`src/fpa_params.svh`:
```
// fixed widths of the word bus and the mantissa
// FIFO depth here is only the default, the FIFO parameter may override it
`ifndef FPA_PARAMS_SVH
`define FPA_PARAMS_SVH

// bus word width
`define FPA_WORD_W 16

// mantissa width, bit 0 is the msb
`define FPA_MANT_W 40

// default command FIFO depth
`define FPA_FIFO_DEPTH 4

// largest shift count
// bigger counts in a control word are clamped to this
`define FPA_MAX_SHIFT 40

`endif

```
`src/fpa_bus_pkg.sv`:
```
// word-bus types for the assembler, the command FIFO and the unit
// bit 15 is the msb of a bus word, operand bits run 0 (msb) to 39
`include "fpa_params.svh"

package fpa_bus_pkg;

	// 3-bit opcode
	// codes 6 and 7 do nothing
	typedef enum logic [2:0] {
		OP_LOAD = 3'd0,
		OP_ADD  = 3'd1,
		OP_SUB  = 3'd2,
		OP_SHR  = 3'd3,
		OP_SHL  = 3'd4,
		OP_READ = 3'd5,
		OP_NOP6 = 3'd6,
		OP_NOP7 = 3'd7
	} fpa_op_e;

	// first word of a command
	typedef struct packed {
		fpa_op_e op;
		logic [5:0] count;
		logic [6:0] rsvd;
	} fpa_ctrl_t;

	// one bus word, control view or plain data view
	typedef union packed {
		fpa_ctrl_t ctrl;
		logic [`FPA_WORD_W-1:0] data;
	} fpa_word_u;

	// assembled command as stored in the FIFO
	// operand is word1, word2, then the upper byte of word3
	typedef struct packed {
		fpa_op_e op;
		logic [5:0] count;
		logic [0:`FPA_MANT_W-1] operand;
	} fpa_cmd_t;

endpackage

```
`src/fpa_data_pkg.sv`:
```
// datapath types of the arithmetic unit
// mantissa bit 0 is the sign
`include "fpa_params.svh"

package fpa_data_pkg;

	// 40-bit mantissa, 0 is the msb
	typedef logic [0:`FPA_MANT_W-1] fpa_mant_t;

	// flag word bits, in the order they leave on the bus
	typedef struct packed {
		// T is zero
		logic z;
		// sign of T
		logic m;
		// signed overflow of last add or subtract
		logic v;
		// carry above bit 0, no borrow on subtract
		logic c;
	} fpa_flags_t;

	// adder carries between the three segments
	typedef struct packed {
		// above bit 0
		logic fp0;
		// above bit 16
		logic fp16;
		// above bit 32
		logic p32;
	} fpa_carry_t;

endpackage

```
`src/fpa_word_assembler.sv`:
```
// builds commands from 16-bit words on a four-phase req/ack link
// the source must keep in_word stable while in_req is high
`include "fpa_params.svh"

module fpa_word_assembler (
	input  logic                   clk_sys,
	input  logic                   _0_t,
	input  logic                   in_req,
	input  fpa_bus_pkg::fpa_word_u in_word,
	output logic                   in_ack,
	input  logic                   full,
	output logic                   push,
	output fpa_bus_pkg::fpa_cmd_t  cmd
);

	// operand words still to come
	// 0 means the next word is a control word
	logic [1:0] words_left;
	logic first;
	logic has_opnd;
	logic is_final;
	logic take;

	assign first = (words_left == 2'd0);

	// LOAD, ADD and SUB carry three operand words
	assign has_opnd = in_word.ctrl.op inside {fpa_bus_pkg::OP_LOAD,
		fpa_bus_pkg::OP_ADD, fpa_bus_pkg::OP_SUB};

	// last word of a command completes it
	assign is_final = first ? !has_opnd : (words_left == 2'd1);

	// new word seen
	// a final word waits while the FIFO is full
	assign take = in_req && !in_ack && !(is_final && full);

	// handshake phase and word position
	always_ff @(posedge clk_sys or posedge _0_t) begin
		if (_0_t) begin
			in_ack <= 1'b0;
			push <= 1'b0;
			words_left <= 2'd0;
		end else begin
			push <= 1'b0;
			if (take) begin
				in_ack <= 1'b1;
				// push goes out with the final ack
				push <= is_final;
				if (first)
					words_left <= has_opnd ? 2'd3 : 2'd0;
				else
					words_left <= words_left - 2'd1;
			end else if (in_ack && !in_req) begin
				// source dropped req so the cycle closes
				in_ack <= 1'b0;
			end
		end
	end

	// command payload
	always_ff @(posedge clk_sys) begin
		if (take) begin
			if (first) begin
				cmd.op <= in_word.ctrl.op;
				// counts above the limit act as the limit
				if (in_word.ctrl.count > 6'(`FPA_MAX_SHIFT))
					cmd.count <= 6'(`FPA_MAX_SHIFT);
				else
					cmd.count <= in_word.ctrl.count;
			end else begin
				case (words_left)
					2'd3: cmd.operand[0:15] <= in_word.data;
					2'd2: cmd.operand[16:31] <= in_word.data;
					// only the upper byte of word3 is used
					default: cmd.operand[32:39] <= in_word.data[15:8];
				endcase
			end
		end
	end

	// source keeps req up until it sees ack
	a_ack_after_req: assert property (@(posedge clk_sys) disable iff (_0_t)
		$rose(in_ack) |-> in_req);

endmodule

```
`src/fpa_cmd_fifo.sv`:
```
// circular command FIFO, read data shows the oldest entry
// writer must not push when full, reader must not pop when empty
`include "fpa_params.svh"

module fpa_cmd_fifo #(
	parameter int DEPTH = `FPA_FIFO_DEPTH
) (
	input  logic                  clk_sys,
	input  logic                  _0_t,
	input  logic                  push,
	input  fpa_bus_pkg::fpa_cmd_t cmd,
	output logic                  full,
	input  logic                  pop,
	output logic                  cmd_valid,
	output fpa_bus_pkg::fpa_cmd_t cmd_out
);

	localparam int PTR_W = (DEPTH > 1) ? $clog2(DEPTH) : 1;
	localparam int CNT_W = $clog2(DEPTH + 1);

	fpa_bus_pkg::fpa_cmd_t mem [DEPTH];
	logic [PTR_W-1:0] wr_ptr;
	logic [PTR_W-1:0] rd_ptr;
	logic [CNT_W-1:0] count;
	logic do_wr;
	logic do_rd;

	assign full = (count == CNT_W'(DEPTH));
	assign cmd_valid = (count != '0);
	assign cmd_out = mem[rd_ptr];

	assign do_wr = push && !full;
	assign do_rd = pop && cmd_valid;

	// pointers wrap at DEPTH, any depth works
	always_ff @(posedge clk_sys or posedge _0_t) begin
		if (_0_t) begin
			wr_ptr <= '0;
			rd_ptr <= '0;
			count <= '0;
		end else begin
			if (do_wr)
				wr_ptr <= (wr_ptr == PTR_W'(DEPTH - 1)) ? '0 : wr_ptr + 1'b1;
			if (do_rd)
				rd_ptr <= (rd_ptr == PTR_W'(DEPTH - 1)) ? '0 : rd_ptr + 1'b1;
			// both at once leaves count alone
			if (do_wr && !do_rd)
				count <= count + 1'b1;
			else if (do_rd && !do_wr)
				count <= count - 1'b1;
		end
	end

	always_ff @(posedge clk_sys) begin
		if (do_wr)
			mem[wr_ptr] <= cmd;
	end

	// assembler back-pressure keeps pushes out of a full FIFO
	a_no_overflow: assert property (@(posedge clk_sys) disable iff (_0_t)
		push |-> !full);

	// unit pops only what it sees as valid
	a_no_underflow: assert property (@(posedge clk_sys) disable iff (_0_t)
		pop |-> cmd_valid);

endmodule

```
`src/fpalu.sv`:
```
// 40-bit mantissa adder, three segments with rippled carries
// subtract is T plus complement of C plus one
module fpalu (
	input  fpa_data_pkg::fpa_mant_t  t,
	input  fpa_data_pkg::fpa_mant_t  c,
	input  logic                     sub,
	output fpa_data_pkg::fpa_mant_t  sum,
	output fpa_data_pkg::fpa_carry_t carry,
	output logic                     ovf
);

	fpa_data_pkg::fpa_mant_t b;

	// segment results with their carry in the top bit
	logic [8:0]  seg_lo;
	logic [16:0] seg_mid;
	logic [16:0] seg_hi;

	// second operand, inverted on subtract
	assign b = sub ? ~c : c;

	// bits 32..39 take the +1 of a subtract
	assign seg_lo = {1'b0, t[32:39]} + {1'b0, b[32:39]} + {8'd0, sub};

	// bits 16..31
	assign seg_mid = {1'b0, t[16:31]} + {1'b0, b[16:31]} + {16'd0, seg_lo[8]};

	// bits 0..15
	assign seg_hi = {1'b0, t[0:15]} + {1'b0, b[0:15]} + {16'd0, seg_mid[16]};

	assign sum = {seg_hi[15:0], seg_mid[15:0], seg_lo[7:0]};

	assign carry.fp0 = seg_hi[16];
	assign carry.fp16 = seg_mid[16];
	assign carry.p32 = seg_lo[8];

	// same input signs, result sign differs
	assign ovf = (t[0] == b[0]) && (sum[0] != t[0]);

endmodule

```
`src/fpa.sv`:
```
// mantissa unit with T, M and C registers, one command at a time
// results leave as four words on a four-phase req/ack link
`include "fpa_params.svh"

module fpa (
	input  logic                    clk_sys,
	input  logic                    _0_t,
	input  logic                    cmd_valid,
	input  fpa_bus_pkg::fpa_cmd_t   cmd_in,
	output logic                    pop,
	output logic                    out_req,
	output logic [`FPA_WORD_W-1:0]  out_word,
	input  logic                    out_ack
);

	typedef enum logic [2:0] {
		S_IDLE,
		S_EXEC,
		S_SHIFT,
		S_RD_REQ,
		S_RD_WAIT
	} state_e;

	state_e state;
	fpa_bus_pkg::fpa_op_e op_r;
	logic [5:0] shift_cnt;
	logic [1:0] rd_idx;

	// accumulator, extension and operand
	fpa_data_pkg::fpa_mant_t t;
	fpa_data_pkg::fpa_mant_t m;
	fpa_data_pkg::fpa_mant_t c;

	// flags kept from the last add or subtract
	logic flag_v;
	logic flag_c;

	fpa_data_pkg::fpa_mant_t  alu_sum;
	fpa_data_pkg::fpa_carry_t alu_carry;
	logic alu_ovf;
	fpa_data_pkg::fpa_flags_t flags_rd;

	fpalu u_fpalu (
		.t(t),
		.c(c),
		.sub(op_r == fpa_bus_pkg::OP_SUB),
		.sum(alu_sum),
		.carry(alu_carry),
		.ovf(alu_ovf)
	);

	// z and m come from T as it is now
	assign flags_rd.z = (t == '0);
	assign flags_rd.m = t[0];
	assign flags_rd.v = flag_v;
	assign flags_rd.c = flag_c;

	// readout mux, word 2 holds the low T byte and the high M byte
	always_comb begin
		case (rd_idx)
			2'd0: out_word = t[0:15];
			2'd1: out_word = t[16:31];
			2'd2: out_word = {t[32:39], m[0:7]};
			default: out_word = {flags_rd, 12'd0};
		endcase
	end

	always_ff @(posedge clk_sys or posedge _0_t) begin
		if (_0_t) begin
			state <= S_IDLE;
			op_r <= fpa_bus_pkg::OP_LOAD;
			shift_cnt <= '0;
			rd_idx <= '0;
			pop <= 1'b0;
			out_req <= 1'b0;
			t <= '0;
			m <= '0;
			c <= '0;
			flag_v <= 1'b0;
			flag_c <= 1'b0;
		end else begin
			pop <= 1'b0;
			case (state)
				S_IDLE: begin
					// wait out the pop cycle so one entry is not taken twice
					if (cmd_valid && !pop) begin
						pop <= 1'b1;
						op_r <= cmd_in.op;
						shift_cnt <= cmd_in.count;
						case (cmd_in.op)
							fpa_bus_pkg::OP_LOAD,
							fpa_bus_pkg::OP_ADD,
							fpa_bus_pkg::OP_SUB: begin
								c <= cmd_in.operand;
								state <= S_EXEC;
							end
							fpa_bus_pkg::OP_SHR,
							fpa_bus_pkg::OP_SHL: begin
								// a zero count ends here
								if (cmd_in.count != 6'd0)
									state <= S_SHIFT;
							end
							fpa_bus_pkg::OP_READ: begin
								rd_idx <= 2'd0;
								out_req <= 1'b1;
								state <= S_RD_REQ;
							end
							// codes 6 and 7 only pop
							default: state <= S_IDLE;
						endcase
					end
				end
				S_EXEC: begin
					if (op_r == fpa_bus_pkg::OP_LOAD) begin
						t <= c;
						m <= '0;
					end else begin
						t <= alu_sum;
						flag_v <= alu_ovf;
						flag_c <= alu_carry.fp0;
					end
					state <= S_IDLE;
				end
				S_SHIFT: begin
					// one bit of T:M per cycle
					if (op_r == fpa_bus_pkg::OP_SHR) begin
						t <= {t[0], t[0:38]};
						m <= {t[39], m[0:38]};
					end else begin
						t <= {t[1:39], m[0]};
						m <= {m[1:39], 1'b0};
					end
					shift_cnt <= shift_cnt - 6'd1;
					if (shift_cnt == 6'd1)
						state <= S_IDLE;
				end
				S_RD_REQ: begin
					// drop req once the sink has the word
					if (out_ack) begin
						out_req <= 1'b0;
						state <= S_RD_WAIT;
					end
				end
				S_RD_WAIT: begin
					if (!out_ack) begin
						if (rd_idx == 2'd3) begin
							state <= S_IDLE;
						end else begin
							rd_idx <= rd_idx + 2'd1;
							out_req <= 1'b1;
							state <= S_RD_REQ;
						end
					end
				end
				default: state <= S_IDLE;
			endcase
		end
	end

	// word held until the sink acks
	a_out_stable: assert property (@(posedge clk_sys) disable iff (_0_t)
		(out_req && !out_ack) |=> $stable(out_word));

endmodule

```
`src/fpa_top.sv`:
```
// word-bus mantissa unit, input link to assembler, FIFO, then unit
// both links are four-phase req/ack on clk_sys
`include "fpa_params.svh"

module fpa_top (
	input  logic                   clk_sys,
	input  logic                   _0_t,
	input  logic                   in_req,
	input  fpa_bus_pkg::fpa_word_u in_word,
	output logic                   in_ack,
	output logic                   out_req,
	output logic [`FPA_WORD_W-1:0] out_word,
	input  logic                   out_ack
);

	logic push;
	logic full;
	logic pop;
	logic cmd_valid;
	fpa_bus_pkg::fpa_cmd_t cmd;
	fpa_bus_pkg::fpa_cmd_t cmd_out;

	fpa_word_assembler u_asm (
		.clk_sys(clk_sys),
		._0_t(_0_t),
		.in_req(in_req),
		.in_word(in_word),
		.in_ack(in_ack),
		.full(full),
		.push(push),
		.cmd(cmd)
	);

	fpa_cmd_fifo #(
		.DEPTH(`FPA_FIFO_DEPTH)
	) u_fifo (
		.clk_sys(clk_sys),
		._0_t(_0_t),
		.push(push),
		.cmd(cmd),
		.full(full),
		.pop(pop),
		.cmd_valid(cmd_valid),
		.cmd_out(cmd_out)
	);

	fpa u_fpa (
		.clk_sys(clk_sys),
		._0_t(_0_t),
		.cmd_valid(cmd_valid),
		.cmd_in(cmd_out),
		.pop(pop),
		.out_req(out_req),
		.out_word(out_word),
		.out_ack(out_ack)
	);

endmodule

```
`config.mk`:
```
export PLATFORM = sky130hd
export DESIGN_NAME = fpa_top
export DESIGN_NICKNAME = d
export VERILOG_FILES = /design/src/fpa_bus_pkg.sv /design/src/fpa_data_pkg.sv /design/src/fpa_word_assembler.sv /design/src/fpa_cmd_fifo.sv /design/src/fpalu.sv /design/src/fpa.sv /design/src/fpa_top.sv
export VERILOG_INCLUDE_DIRS = /design/src
export SDC_FILE = /design/constraint.sdc
export NUM_CORES = 1
export LEC_CHECK = 0
export BUFFER_PORTS_ARGS = -buffer_cell sky130_fd_sc_hd__buf_2
export CORE_AREA = 2 2 167 169
export DETAILED_ROUTE_END_ITERATION = 10
export DIE_AREA = 0 0 169 171
export GPL_ROUTABILITY_DRIVEN = 0
export PLACE_DENSITY = 0.92
export SYNTH_ARGS = -nofsm -noshare
export SYNTH_HDL_FRONTEND = slang
export SYNTH_SLANG_ARGS = --single-unit
```
`constraint.sdc`:
```
create_clock -name clk_sys -period 15.1 [get_ports clk_sys]
set_input_delay 3.02 -clock clk_sys [delete_from_list [all_inputs] [get_ports clk_sys]]
set_output_delay 3.02 -clock clk_sys [all_outputs]
set_load 0.1 [all_outputs]
```
Word-level counts from Yosys, hierarchy flattened
Memory sizes are Yosys's and may differ from the RTL's.
Index checks and enable logic that the tools add are counted.
{"block": "word_totals", "reg_bits": 198, "ramBits": 196, "input_bits": 20, "output_inout_bits": 18, "elab_cells": 169, "memories": 1}
{"block": "op_classes", "add_sub_neg": 13, "n_lt_le_gt_ge": 1, "eq_ne": 34, "mux": 43, "bitwise_logic": 4, "n_reduce_logical": 50}
{"memory": "u_fifo.mem", "depth": 4, "word_bits": 49, "read_ports": 1, "rd_ports_with_merged_regs": 0, "write_ports": 1, "line": "fpa_cmd_fifo.sv:21", "source": "fpa_bus_pkg::fpa_cmd_t mem [DEPTH];"}
{"cell": "two-way mux 40 bit", "n": 5}
{"cell": "one-hot mux 40 bit (2 select lines)", "n": 2}
{"cell": "one-hot mux 16 bit (3 select lines)", "n": 1}
{"cell": "zero test 40 bit", "n": 1}
{"cell": "inverter 40 bit", "n": 1}
{"cell": "adder 16 x 16 -> 17 bit", "n": 2}
{"cell": "adder 17 x 1 -> 17 bit", "n": 2}
{"cell": "== test 3 x 2 -> 1 bit, second input constant", "n": 7}
{"cell": "two-way mux 3 bit", "n": 7}
{"cell": "two-way mux 2 bit", "n": 9}
{"cell": "two-way mux 1 bit", "n": 13}
{"cell": "== test 2 bit, second input constant", "n": 6}
{"cell": "== test 3 bit, second input constant", "n": 4}
{"cell": "zero test 3 bit", "n": 4}
{"cell": "one-hot mux 3 bit (4 select lines)", "n": 1}
{"cell": "one-hot mux 6 bit (2 select lines)", "n": 1}
{"cell": "AND reduction 2 bit", "n": 6}
{"cell": "AND reduction 3 bit", "n": 4}
{"cell": "logical AND 1 bit", "n": 10}
{"cell": "!= test 2 bit, second input constant", "n": 5}
{"cell": "AND reduction 5 bit", "n": 2}
{"cell": "nonzero test 2 bit", "n": 5}
{"cell": "adder 8 x 8 -> 9 bit", "n": 1}
{"cell": "adder 9 x 1 -> 9 bit", "n": 1}
{"cell": "25 further kinds", "n": 45}

Depth between registers and ports, before layout
Gate-level depths: netlist (run 1).
{"block": "logic_depth", "ltp_word": 8, "depth_mapped": 29}

Cells and area by module
Synthesis (run 1) repeated with hierarchy kept, for this count alone.
{"block": "unflattened", "cells_unflattened": 1462, "area_unflattened_um2": 19089.6}
{"module": "fpa", "n_inst": 1, "cells_per_inst": 813, "area_each_um2": 7622.3, "seq_area_each_um2": 3453.3}
{"module": "fpa_cmd_fifo", "n_inst": 1, "cells_per_inst": 295, "area_each_um2": 7592.3, "seq_area_each_um2": 6060.8}
{"module": "fpalu", "n_inst": 1, "cells_per_inst": 271, "area_each_um2": 2120.8, "seq_area_each_um2": 0.0}
{"module": "fpa_word_assembler", "n_inst": 1, "cells_per_inst": 83, "area_each_um2": 1754.2, "seq_area_each_um2": 1571.5}

Worst setup path before layout (run 1)
No wires, ideal clock.
{"block": "synth_path", "path_kind": "reg2out", "from": "register u_fpa.rd_idx[0]", "to": "output port out_word[15]", "arrival_ps": 3425, "required_time_ps": 12080, "slack_ps": 8655, "path_stages_with_launch": 6, "n_path_buf": 1, "cell_sequence": "dfrtp_1 > ha_1 > clkbuf_1 > nor2b_1 > nand4_1 > o32ai_1"}
{"block": "synth_via", "elab_chain_len": 2}
{"item": "start, declared", "line": "fpa.sv:27", "source": "logic [1:0] rd_idx;"}
{"item": "start signal, assigned", "line": "fpa.sv:149", "source": "rd_idx <= rd_idx + 2'd1;"}
{"item": "== test 2 bit (tied with other cells)", "line": "fpa.sv:60", "source": "case (rd_idx)"}
{"item": "one-hot mux 16 bit (3 select lines) (*)", "line": "fpa.sv:60"}
{"item": "end, declared", "line": "fpa_top.sv:12", "source": "output logic [`FPA_WORD_W-1:0] out_word,"}
Mark *: on every way between the ends. The rest lies on a longest branch, timed or not.

Worst setup path in the final report (run 1)
{"block": "layout_path", "from": "register u_fpa.op_r[2]", "to": "register u_fpa.t[38]"}
{"block": "layout_via", "elab_chain_len": 8}
{"item": "start, declared", "line": "fpa.sv:25", "source": "fpa_bus_pkg::fpa_op_e op_r;"}
{"item": "start signal, assigned", "line": "fpa.sv:71", "source": "op_r <= fpa_bus_pkg::OP_LOAD;"}
{"item": "start signal, assigned", "line": "fpa.sv:88", "source": "op_r <= cmd_in.op;"}
{"item": "== test 3 x 2 -> 1 bit", "line": "fpa.sv:46", "source": ".sub(op_r == fpa_bus_pkg::OP_SUB),"}
{"item": "two-way mux 40 bit", "line": "fpalu.sv:20", "source": "assign b = sub ? ~c : c;"}
{"item": "adder 8 x 8 -> 9 bit", "line": "fpalu.sv:23", "source": "assign seg_lo = {1'b0, t[32:39]} + {1'b0, b[32:39]} + {8'd0, sub};"}
{"item": "adder 9 x 1 -> 9 bit", "line": "fpalu.sv:23"}
{"item": "adder 17 x 1 -> 17 bit", "line": "fpalu.sv:26", "source": "assign seg_mid = {1'b0, t[16:31]} + {1'b0, b[16:31]} + {16'd0, seg_lo[8]};"}
{"item": "adder 17 x 1 -> 17 bit", "line": "fpalu.sv:29", "source": "assign seg_hi = {1'b0, t[0:15]} + {1'b0, b[0:15]} + {16'd0, seg_mid[16]};"}
{"item": "two-way mux 40 bit", "line": "fpa.sv:114", "source": "if (op_r == fpa_bus_pkg::OP_LOAD) begin"}
{"item": "one-hot mux 40 bit (2 select lines) (*)", "line": "fpa.sv:83", "source": "case (state)"}
{"item": "end signal, assigned", "line": "fpa.sv:118", "source": "t <= alu_sum;"}
{"item": "end signal, assigned", "line": "fpa.sv:127", "source": "t <= {t[0], t[0:38]};"}
{"item": "end signal, assigned", "line": "fpa.sv:130", "source": "t <= {t[1:39], m[0]};"}
{"item": "end, declared", "line": "fpa.sv:30", "source": "fpa_data_pkg::fpa_mant_t t;"}
Mark *: on every way between the ends. The rest lies on a longest branch, timed or not. The select of a mux whose other input is x is not followed.
A chain may end at the register's enable or synchronous reset.

==> summary.txt, run 1 <==
Outcome
  – Outcome: finished, final reports clean

Place
  – Placed Instances: 1669
  – Port buffer count: 37
  – DP HPWL: 26.7 mm
  – Placed Area: 0.0188 mm2

Setup path
  – Critical-path top delay cell: buf_4
  – Worst setup EP type: flip-flop
  – Critical path type: flip-flop to flip-flop
  – Cell family with most CP delay: compound AO/OA/AOI/OAI gates
  – CP arrival: 7.94 ns
  – Max FO, Critical Path: 39
  – Critical Path RT: 15.48 ns
  – Buf+Inv Stages, Crit Path: 1
  – Startpoint Class: flip-flop
  – Slowest stage delay, CP: 0.59 ns

Synthesis
  – Synth top area cells: edfxtp_1 40%, dfrtp_1 20%, mux4_2 5.9%, ha_1 3.4%, mux2i_1 2.8%
  – Synth warnings: 0
  – Net Count, Synth: 1421
  – Synth area leader: edfxtp_1
  – Mapped Cells: 1345
  – Ys flop type: edfxtp_1
  – Synth Area per Inst: 13.6 um2
  – Number of synthesized flops with an enable pin: 245
  – Simple-gate area share of the yosys netlist: 0.0744
  – Synth Area in Compound Gates: 0.106
  – Yosys cell types: 72
  – Top-area cell type share of the netlist area: 0.403
  – Largest family of logic cells by synthesized area: multiplexers
  – Post-synthesis mux area share: 0.116
  – Adder-Cell Fraction of Synth Area: 0.0408
  – Asr flop ratio synth: 0.378
  – Sequential fraction of the synthesis area: 0.607
  – XOR/XNOR Fraction of Synth Area: 0.0331
  – Yosys reg bits: 394
  – Mapped Area: 0.0183 mm2

GRT
  – Vias in the first global route: 12000
  – GRT Residual Overflow: 0
  – Largest net degree at the start of global routing: 95
  – First-pass GRT wire length: 69.0 mm
  – GRT Util Overall: 0.314
  – Initial antenna violation count: 0

Clocking
  – Root buf cell: clkbuf_16
  – H-tree depth: 2
  – CTS max path bufs: 3
  – Post-CTS setup buffers: 0
  – CTS tree: yes
  – Post-CTS Resized: 0
  – Num CTS Buffers: 40
  – Hold_buf cts: 0
  – Clock latency on the worst-skew pair: 0.55 ns
  – Sink Count: 394
  – Clock transition at path regs: 0.06 ns

STA
  – Fmax: 0.132 GHz
  – Transition time of the tightest slew-check pin: 1.30 ns
  – Hold violation count in the final report: 0
  – TNS Setup: 0 ns
  – Unrepaired setup endpoints after global routing: false
  – Max transition margin: 0.131
  – Final Critical Period: 7.56 ns
  – Tcrit/Tclk final: 0.501
  – Endpoints failing setup: 0
  – Setup Skew: 0.0314 ns
  – Max Slew Vio Count: 0

Pwr
  – Pwr dens: 242 mW/mm2
  – Peak supply drop: 137 uV
  – Tot Pwr: 0.00486 W
  – Sw frac: 0.425
  – Sequential power share: 0.343
  – Cell-internal power: 0.00279 W
  – Comb pwr share: 0.450
  – Clock power share: 0.207
  – Leakage: 7.94 nW
  – P_sw: 0.00206 W

Floorplanning
  – Core Region: 0.0273 mm2
  – Die width: 169 um
  – Row Count: 61
  – Die area: 0.0289 mm2
  – Starting Density: 0.669
  – IO Count: 38
  – Die height: 171 um

Cells and area
  – Fraction of final layout cells with drive strength greater than 1: 0.163
  – Net count, final: 1441
  – Area grow syn2layout: 10.0%
  – Finished Layout Cells: 1742
  – Final Instance Area: 0.0201 mm2
  – Seq. cell area: 0.0111 mm2
  – Multi-input gate area: 0.00681 mm2
  – # fillers: 1581
  – Inserted Diodes: 0

Routing
  – ANT nets after route: 0
  – Drt first pass iters: 7
  – Vias/cell: 7.09
  – DRC viols: 0
  – WL per Instance: 25.6 um
  – First-iteration detailed-routing DRC count: 1865
  – Total Wirelength: 44.6 mm
  – Vias: 12300

Min path
  – Worst Hold Class: flip-flop to flip-flop

Flow run
  – Max_cap viols: 0
state kept, by name, summed over array words and instances, names as in the netlist, 2 cells and up:
signal,count
u_fifo.rd_ptr,2
u_fpa.rd_idx,2
u_fifo.mem,196
u_fpa.shift_cnt,6
u_asm.cmd,49
u_fpa.c,40
u_asm.words_left,2
u_fpa.op_r,3
u_fpa.t,40
u_fpa.m,40
u_fpa.state,3
u_fifo.wr_ptr,2
u_fifo.count,3
area by class of cell:
| class | instances | area share |
|---|---|---|
| clock buffer | 51 | 0.0543 |
| sequential | 394 | 0.552 |
| timing repair buffer | 54 | 0.0156 |
| multi-input combinational | 847 | 0.339 |
| tap | 346 | 0.0215 |
| inverter | 28 | 0.00548 |
| clock inverter | 22 | 0.0128 |
power groups by stage:
| stage | clock network [W] | logic, W | registers [W] |
|---|---|---|---|
| final | 0.00101 | 0.00218 | 0.00167 |
| after global routing | 0.00105 | 0.00234 | 0.00168 |
| after CTS | 0.00101 | 0.00214 | 0.00165 |
| after detailed placement | 0 | 0.00208 | 0.00166 |
| after global placement | 0 | 0.00199 | 0.00164 |
| after floorplan | 0 | 0.00172 | 0.00152 |
metrics by stage:
step | hold slack [ns] | setup WS [ns] | utilization
after global placement | 0.465 | 8.27 | 0.686
after CTS | 0.484 | 7.72 | 0.736
final | 0.491 | 7.54 | 0.736
after floorplan | 0.449 | 8.07 | -
after global routing | 0.502 | 7.20 | 0.736
after detailed placement | 0.471 | 7.89 | 0.686
worst paths after layout:
check                                           from                        end  cells past startpoint  slack (ns)
max                        u_fpa.op_r[2]$_DFFE_PP0P_    u_fpa.t[38]$_DFFE_PP0P_                     27        7.54
min                        u_fpa.out_req$_DFFE_PP0P_  u_fpa.out_req$_DFFE_PP0P_                      1        0.49
max reg2reg                u_fpa.op_r[2]$_DFFE_PP0P_    u_fpa.t[38]$_DFFE_PP0P_                     27        7.54
min reg2reg                u_fpa.out_req$_DFFE_PP0P_  u_fpa.out_req$_DFFE_PP0P_                      1        0.49
max in group asynchronous                       _0_t    u_fpa.t[30]$_DFFE_PP0P_                      3       11.10
min in group asynchronous                       _0_t    u_fpa.m[12]$_DFFE_PP0P_                      2        2.67
worst register-to-register path, delay by kind of cell, from the launching register on:
kind | cells | cell delay [ns]
AO/OA/AOI/OAI | 14 | 3.53
XOR/XNOR | 2 | 0.34
adder cells (fa/ha/maj) | 5 | 1.83
buffers and inverters | 1 | 0.59
flip-flops | 1 | 0.45
AND/OR/NAND/NOR | 5 | 0.68
per-layer routing:
layer / routed length, um / GRT usage / vias up
met3: 4750 / 0.0488 / 174
met4: 1800 / 0.119 / 0
met2: 21200 / 0.507 / 877
met1: 16800 / 0.438 / 6102
li1: - / - / 5191
met5: 0 / 0 / -
synthesized netlist by cell type (3+ instances only):
cell / instances
mux2_1: 4
o31ai_1: 5
a221o_1: 4
mux2_2: 39
a222oi_1: 28
a31oi_1: 10
a211oi_1: 7
xor2_1: 51
buf_1: 17
o21ai_0: 54
dfrtp_1: 149
mux4_2: 48
o211ai_1: 6
nor2_1: 72
inv_1: 28
nor3_1: 17
o22ai_1: 41
nor2b_1: 14
xnor2_1: 18
a22oi_1: 14
clkbuf_1: 52
buf_2: 6
and2_1: 11
nor4_1: 10
o221a_2: 3
a21oi_1: 47
nand4_1: 4
a22o_1: 10
mux2i_1: 52
edfxtp_1: 245
a221oi_1: 10
nand2b_1: 6
o21a_1: 6
nand3_1: 12
or2_2: 3
nand2_1: 125
ha_1: 50
a21o_1: 13
and3_1: 6
o21bai_1: 4
fa_1: 6
cell usage in the layout (no fill, tap or decap), types with 13 or more instances in the layout:
cell,count
mux2i_1,52
nor2b_1,14
nor3_1,16
a21o_1,13
ha_1,50
a21oi_1,47
clkbuf_16,40
xnor2_1,18
inv_1,27
edfxtp_1,245
a22oi_1,14
buf_2,37
xor2_1,51
dfrtp_1,147
o21ai_0,54
nor2_1,71
mux2_2,39
nand2_1,125
a222oi_1,28
o22ai_1,41
buf_4,17
mux4_2,48
logic make-up (layout without fill, tap and decap cells):
| kind of cell | count (synthesis) | after routing |
|---|---|---|
| flip-flops | 394 | 394 |
| AND/OR/NAND/NOR | 295 | 295 |
| AO/OA/AOI/OAI | 282 | 282 |
| multiplexers | 145 | 145 |
| buffers and inverters | 104 | 155 |
| XOR/XNOR | 69 | 69 |
| adder cells (fa/ha/maj) | 56 | 56 |
(Power assumes the default switching activity.)
==> run 2: changes to the inputs <==
--- a/config.mk
+++ b/config.mk
@@ -7,11 +7,11 @@
 export NUM_CORES = 1
 export LEC_CHECK = 0
 export BUFFER_PORTS_ARGS = -buffer_cell sky130_fd_sc_hd__buf_2
-export CORE_AREA = 2 2 167 169
+export CORE_AREA = 2 2 183 185
 export DETAILED_ROUTE_END_ITERATION = 10
-export DIE_AREA = 0 0 169 171
+export DIE_AREA = 0 0 185 187
 export GPL_ROUTABILITY_DRIVEN = 0
-export PLACE_DENSITY = 0.92
+export PLACE_DENSITY = 0.82
 export SYNTH_ARGS = -nofsm -noshare
 export SYNTH_HDL_FRONTEND = slang
 export SYNTH_SLANG_ARGS = --single-unit
==> constraint.sdc (replaced) <==
create_clock -name clk_sys -period 6.7 [get_ports clk_sys]
set_input_delay 1.34 -clock clk_sys [delete_from_list [all_inputs] [get_ports clk_sys]]
set_output_delay 1.34 -clock clk_sys [all_outputs]
set_load 0.1 [all_outputs]
==> summary.txt, run 2 (synthesis gave the netlist of run 1 again) <==
Outcome
  – Outcome: finished, final reports clean

Floorplanning
  – IO Count: 38
  – Die width: 185 um
  – Core Region: 0.0329 mm2
  – Row Count: 67
  – Die area: 0.0346 mm2
  – Die height: 187 um
  – Starting Density: 0.556

Setup path
  – Critical-path top delay cell: fa_1
  – Slowest stage delay, CP: 0.46 ns
  – Reg2reg start: u_fpa.op_r[2]$_DFFE_PP0P_
  – Depth of the most critical reg-to-reg path: 28
  – Cell mode on critical path: fa_1
  – FF-to-FF setup slack: 0.36 ns
  – RR Endpoint: u_fpa.t[38]$_DFFE_PP0P_
  – Max FO, Critical Path: 7
  – Buf+Inv Stages, Crit Path: 2
  – CP arrival: 6.72 ns
  – Startpoint Class: flip-flop
  – Cell family with most CP delay: compound AO/OA/AOI/OAI gates
  – Critical path type: flip-flop to flip-flop
  – Worst setup EP type: flip-flop
  – Critical Path RT: 7.08 ns

Place
  – DP HPWL: 25.4 mm
  – Placed Area: 0.0189 mm2
  – Port buffer count: 37

Pwr
  – Tot Pwr: 0.0107 W
  – Clock power share: 0.200
  – Pwr dens: 529 mW/mm2
  – Peak supply drop: 415 uV
  – Sequential power share: 0.343
  – P_sw: 0.00447 W
  – Leakage: 7.94 nW
  – Cell-internal power: 0.00621 W
  – Comb pwr share: 0.457
  – Sw frac: 0.418

GRT
  – GRT Residual Overflow: 0
  – M1 GR Usage: 0.352
  – Vias in the first global route: 11700
  – Met2 GRT Util: 0.376
  – Initial antenna violation count: 1
  – Busiest layer in global routing: met2
  – GRT Util Overall: 0.242
  – First-pass GRT wire length: 65.4 mm
  – Grt met3 use: 0.0450
  – Largest net degree at the start of global routing: 105

Min path
  – Hold EP: u_fifo.mem[3][25]$_DFFE_PP_
  – Hold path start: u_asm.cmd[25]$_DFFE_PP_
  – Worst Hold Class: flip-flop to flip-flop
  – Hold depth: 0

Cells and area
  – Biggest regs: u_fifo.mem: 196 flops, u_asm.cmd: 49 flops
  – Final Instance Area: 0.0202 mm2
  – Most frequent cells in the layout: 245 x edfxtp_1, 147 x dfrtp_1, 125 x nand2_1, 71 x nor2_1
  – Largest register FFs: 196
  – Most common cell after layout, fill and taps aside: edfxtp_1
  – Net count, final: 1444
  – Area grow syn2layout: 10.5%
  – Core Util, Final: 0.614
  – Fraction of final layout cells with drive strength greater than 1: 0.164
  – Reg with most FFs: u_fifo.mem

Clocking
  – Root buf cell: clkbuf_16
  – Num CTS Buffers: 39
  – CTS tree: yes
  – Hold_buf cts: 0
  – CTS max path bufs: 3
  – H-tree depth: 2
  – Clock latency on the worst-skew pair: 0.55 ns
  – Sink Count: 394
  – Clock transition at path regs: 0.06 ns

Routing
  – First-iteration detailed-routing DRC count: 1466
  – ANT nets after route: 0
  – Total Wirelength: 41.2 mm
  – WL per Instance: 22.3 um
  – Vias: 11800
  – DRC viols: 0
  – Drt first pass iters: 9
  – Vias/cell: 6.39

STA
  – Setup Skew: 0.0190 ns
  – Final Critical Period: 6.34 ns
  – Endpoints failing setup: 0
  – Max Slew Vio Count: 0
  – Fmax: 0.158 GHz
  – Hold violation count in the final report: 0
  – Tcrit/Tclk final: 0.947
  – Transition time of the tightest slew-check pin: 1.20 ns
  – Unrepaired setup endpoints after global routing: true
  – Max transition margin: 0.196

Flow run
  – Max_cap viols: 0
run 2: cell types whose count changed in the layout (fill, tap and decap cells not counted), moves of 2 or more:
cell | before | now
buf_4 | 17 | 21
o21ai_0 | 54 | 52
clkbuf_1 | 6 | 11
bufinv_16 | 4 | 1
inv_16 | 0 | 2
o21ai_1 | 0 | 2
clkinvlp_4 | 5 | 0
run 2: layer usage:
layer  share of wire  vias up
li1                -     5197
met1            0.42     5929
met2            0.48      578
met3           0.084       96
met4           0.023        0
met5               0        -
run 2: power by group through the flow:
stage / Combinational [W] / Clock, W / Sequential [W]
5_1_grt: 0.00531 / 0.00227 / 0.00370
2_1_floorplan: 0.00388 / 0 / 0.00342
6_report: 0.00488 / 0.00214 / 0.00366
3_3_place_gp: 0.00462 / 0 / 0.00364
4_1_cts: 0.00481 / 0.00217 / 0.00363
3_5_place_dp: 0.00475 / 0 / 0.00367
run 2: worst max path at each step:
stage	startpoint	to	slack, ns	depth (start not counted)
final	u_fpa.op_r[2]$_DFFE_PP0P_	u_fpa.t[38]$_DFFE_PP0P_	0.36	28
after global routing	u_fpa.op_r[2]$_DFFE_PP0P_	u_fpa.t[38]$_DFFE_PP0P_	-0.04	28
after CTS	u_fpa.op_r[2]$_DFFE_PP0P_	u_fpa.t[38]$_DFFE_PP0P_	0.02	28
after detailed placement	u_fpa.op_r[2]$_DFFE_PP0P_	u_fpa.t[38]$_DFFE_PP0P_	0.07	28
after global placement	u_fpa.op_r[2]$_DFFE_PP0P_	u_fpa.t[38]$_DFFE_PP0P_	0.34	28
after floorplan	u_fpa.op_r[0]$_DFFE_PP0P_	u_fpa.t[38]$_DFFE_PP0P_	0.56	28
run 2: through the flow:
step / hold WS, ns / TNS (ns) / setup WS [ns] / cells
final: 0.491 / 0 / 0.357 / 1848
after CTS: 0.496 / 0 / 0.0236 / 1846
after global routing: 0.520 / -0.0602 / -0.0442 / 1848
after global placement: 0.464 / 0 / 0.339 / 1774
after detailed placement: 0.481 / 0 / 0.0710 / 1774
after floorplan: 0.449 / 0 / 0.561 / 1345
run 2: area by class of cell:
cell class | count | area, um2
antenna | 1 | 2.50
sequential | 394 | 11100
clock buffer | 57 | 1120
multi-input combinational | 847 | 6830
inverter | 28 | 110
clock inverter | 15 | 134
fill | 2437 | 12700
tap | 448 | 561
timing repair buffer | 58 | 343
run 2: timing repair:
action | in CTS | in global routing
setup buffers | 0 | 1
setup endpoints to repair | 0 | 7
resized for setup | 0 | 5
run 2: worst reg2reg max path, delay by kind of cell, from the launching register on:
family / cells / cell delay, ns
and+or+nand+nor: 5 / 0.64
xor gates and xnor gates: 2 / 0.24
DFF: 1 / 0.45
buffers and inverters: 2 / 0.29
adders and majority gates: 5 / 1.58
AOI/OAI and AO/OA: 14 / 2.99
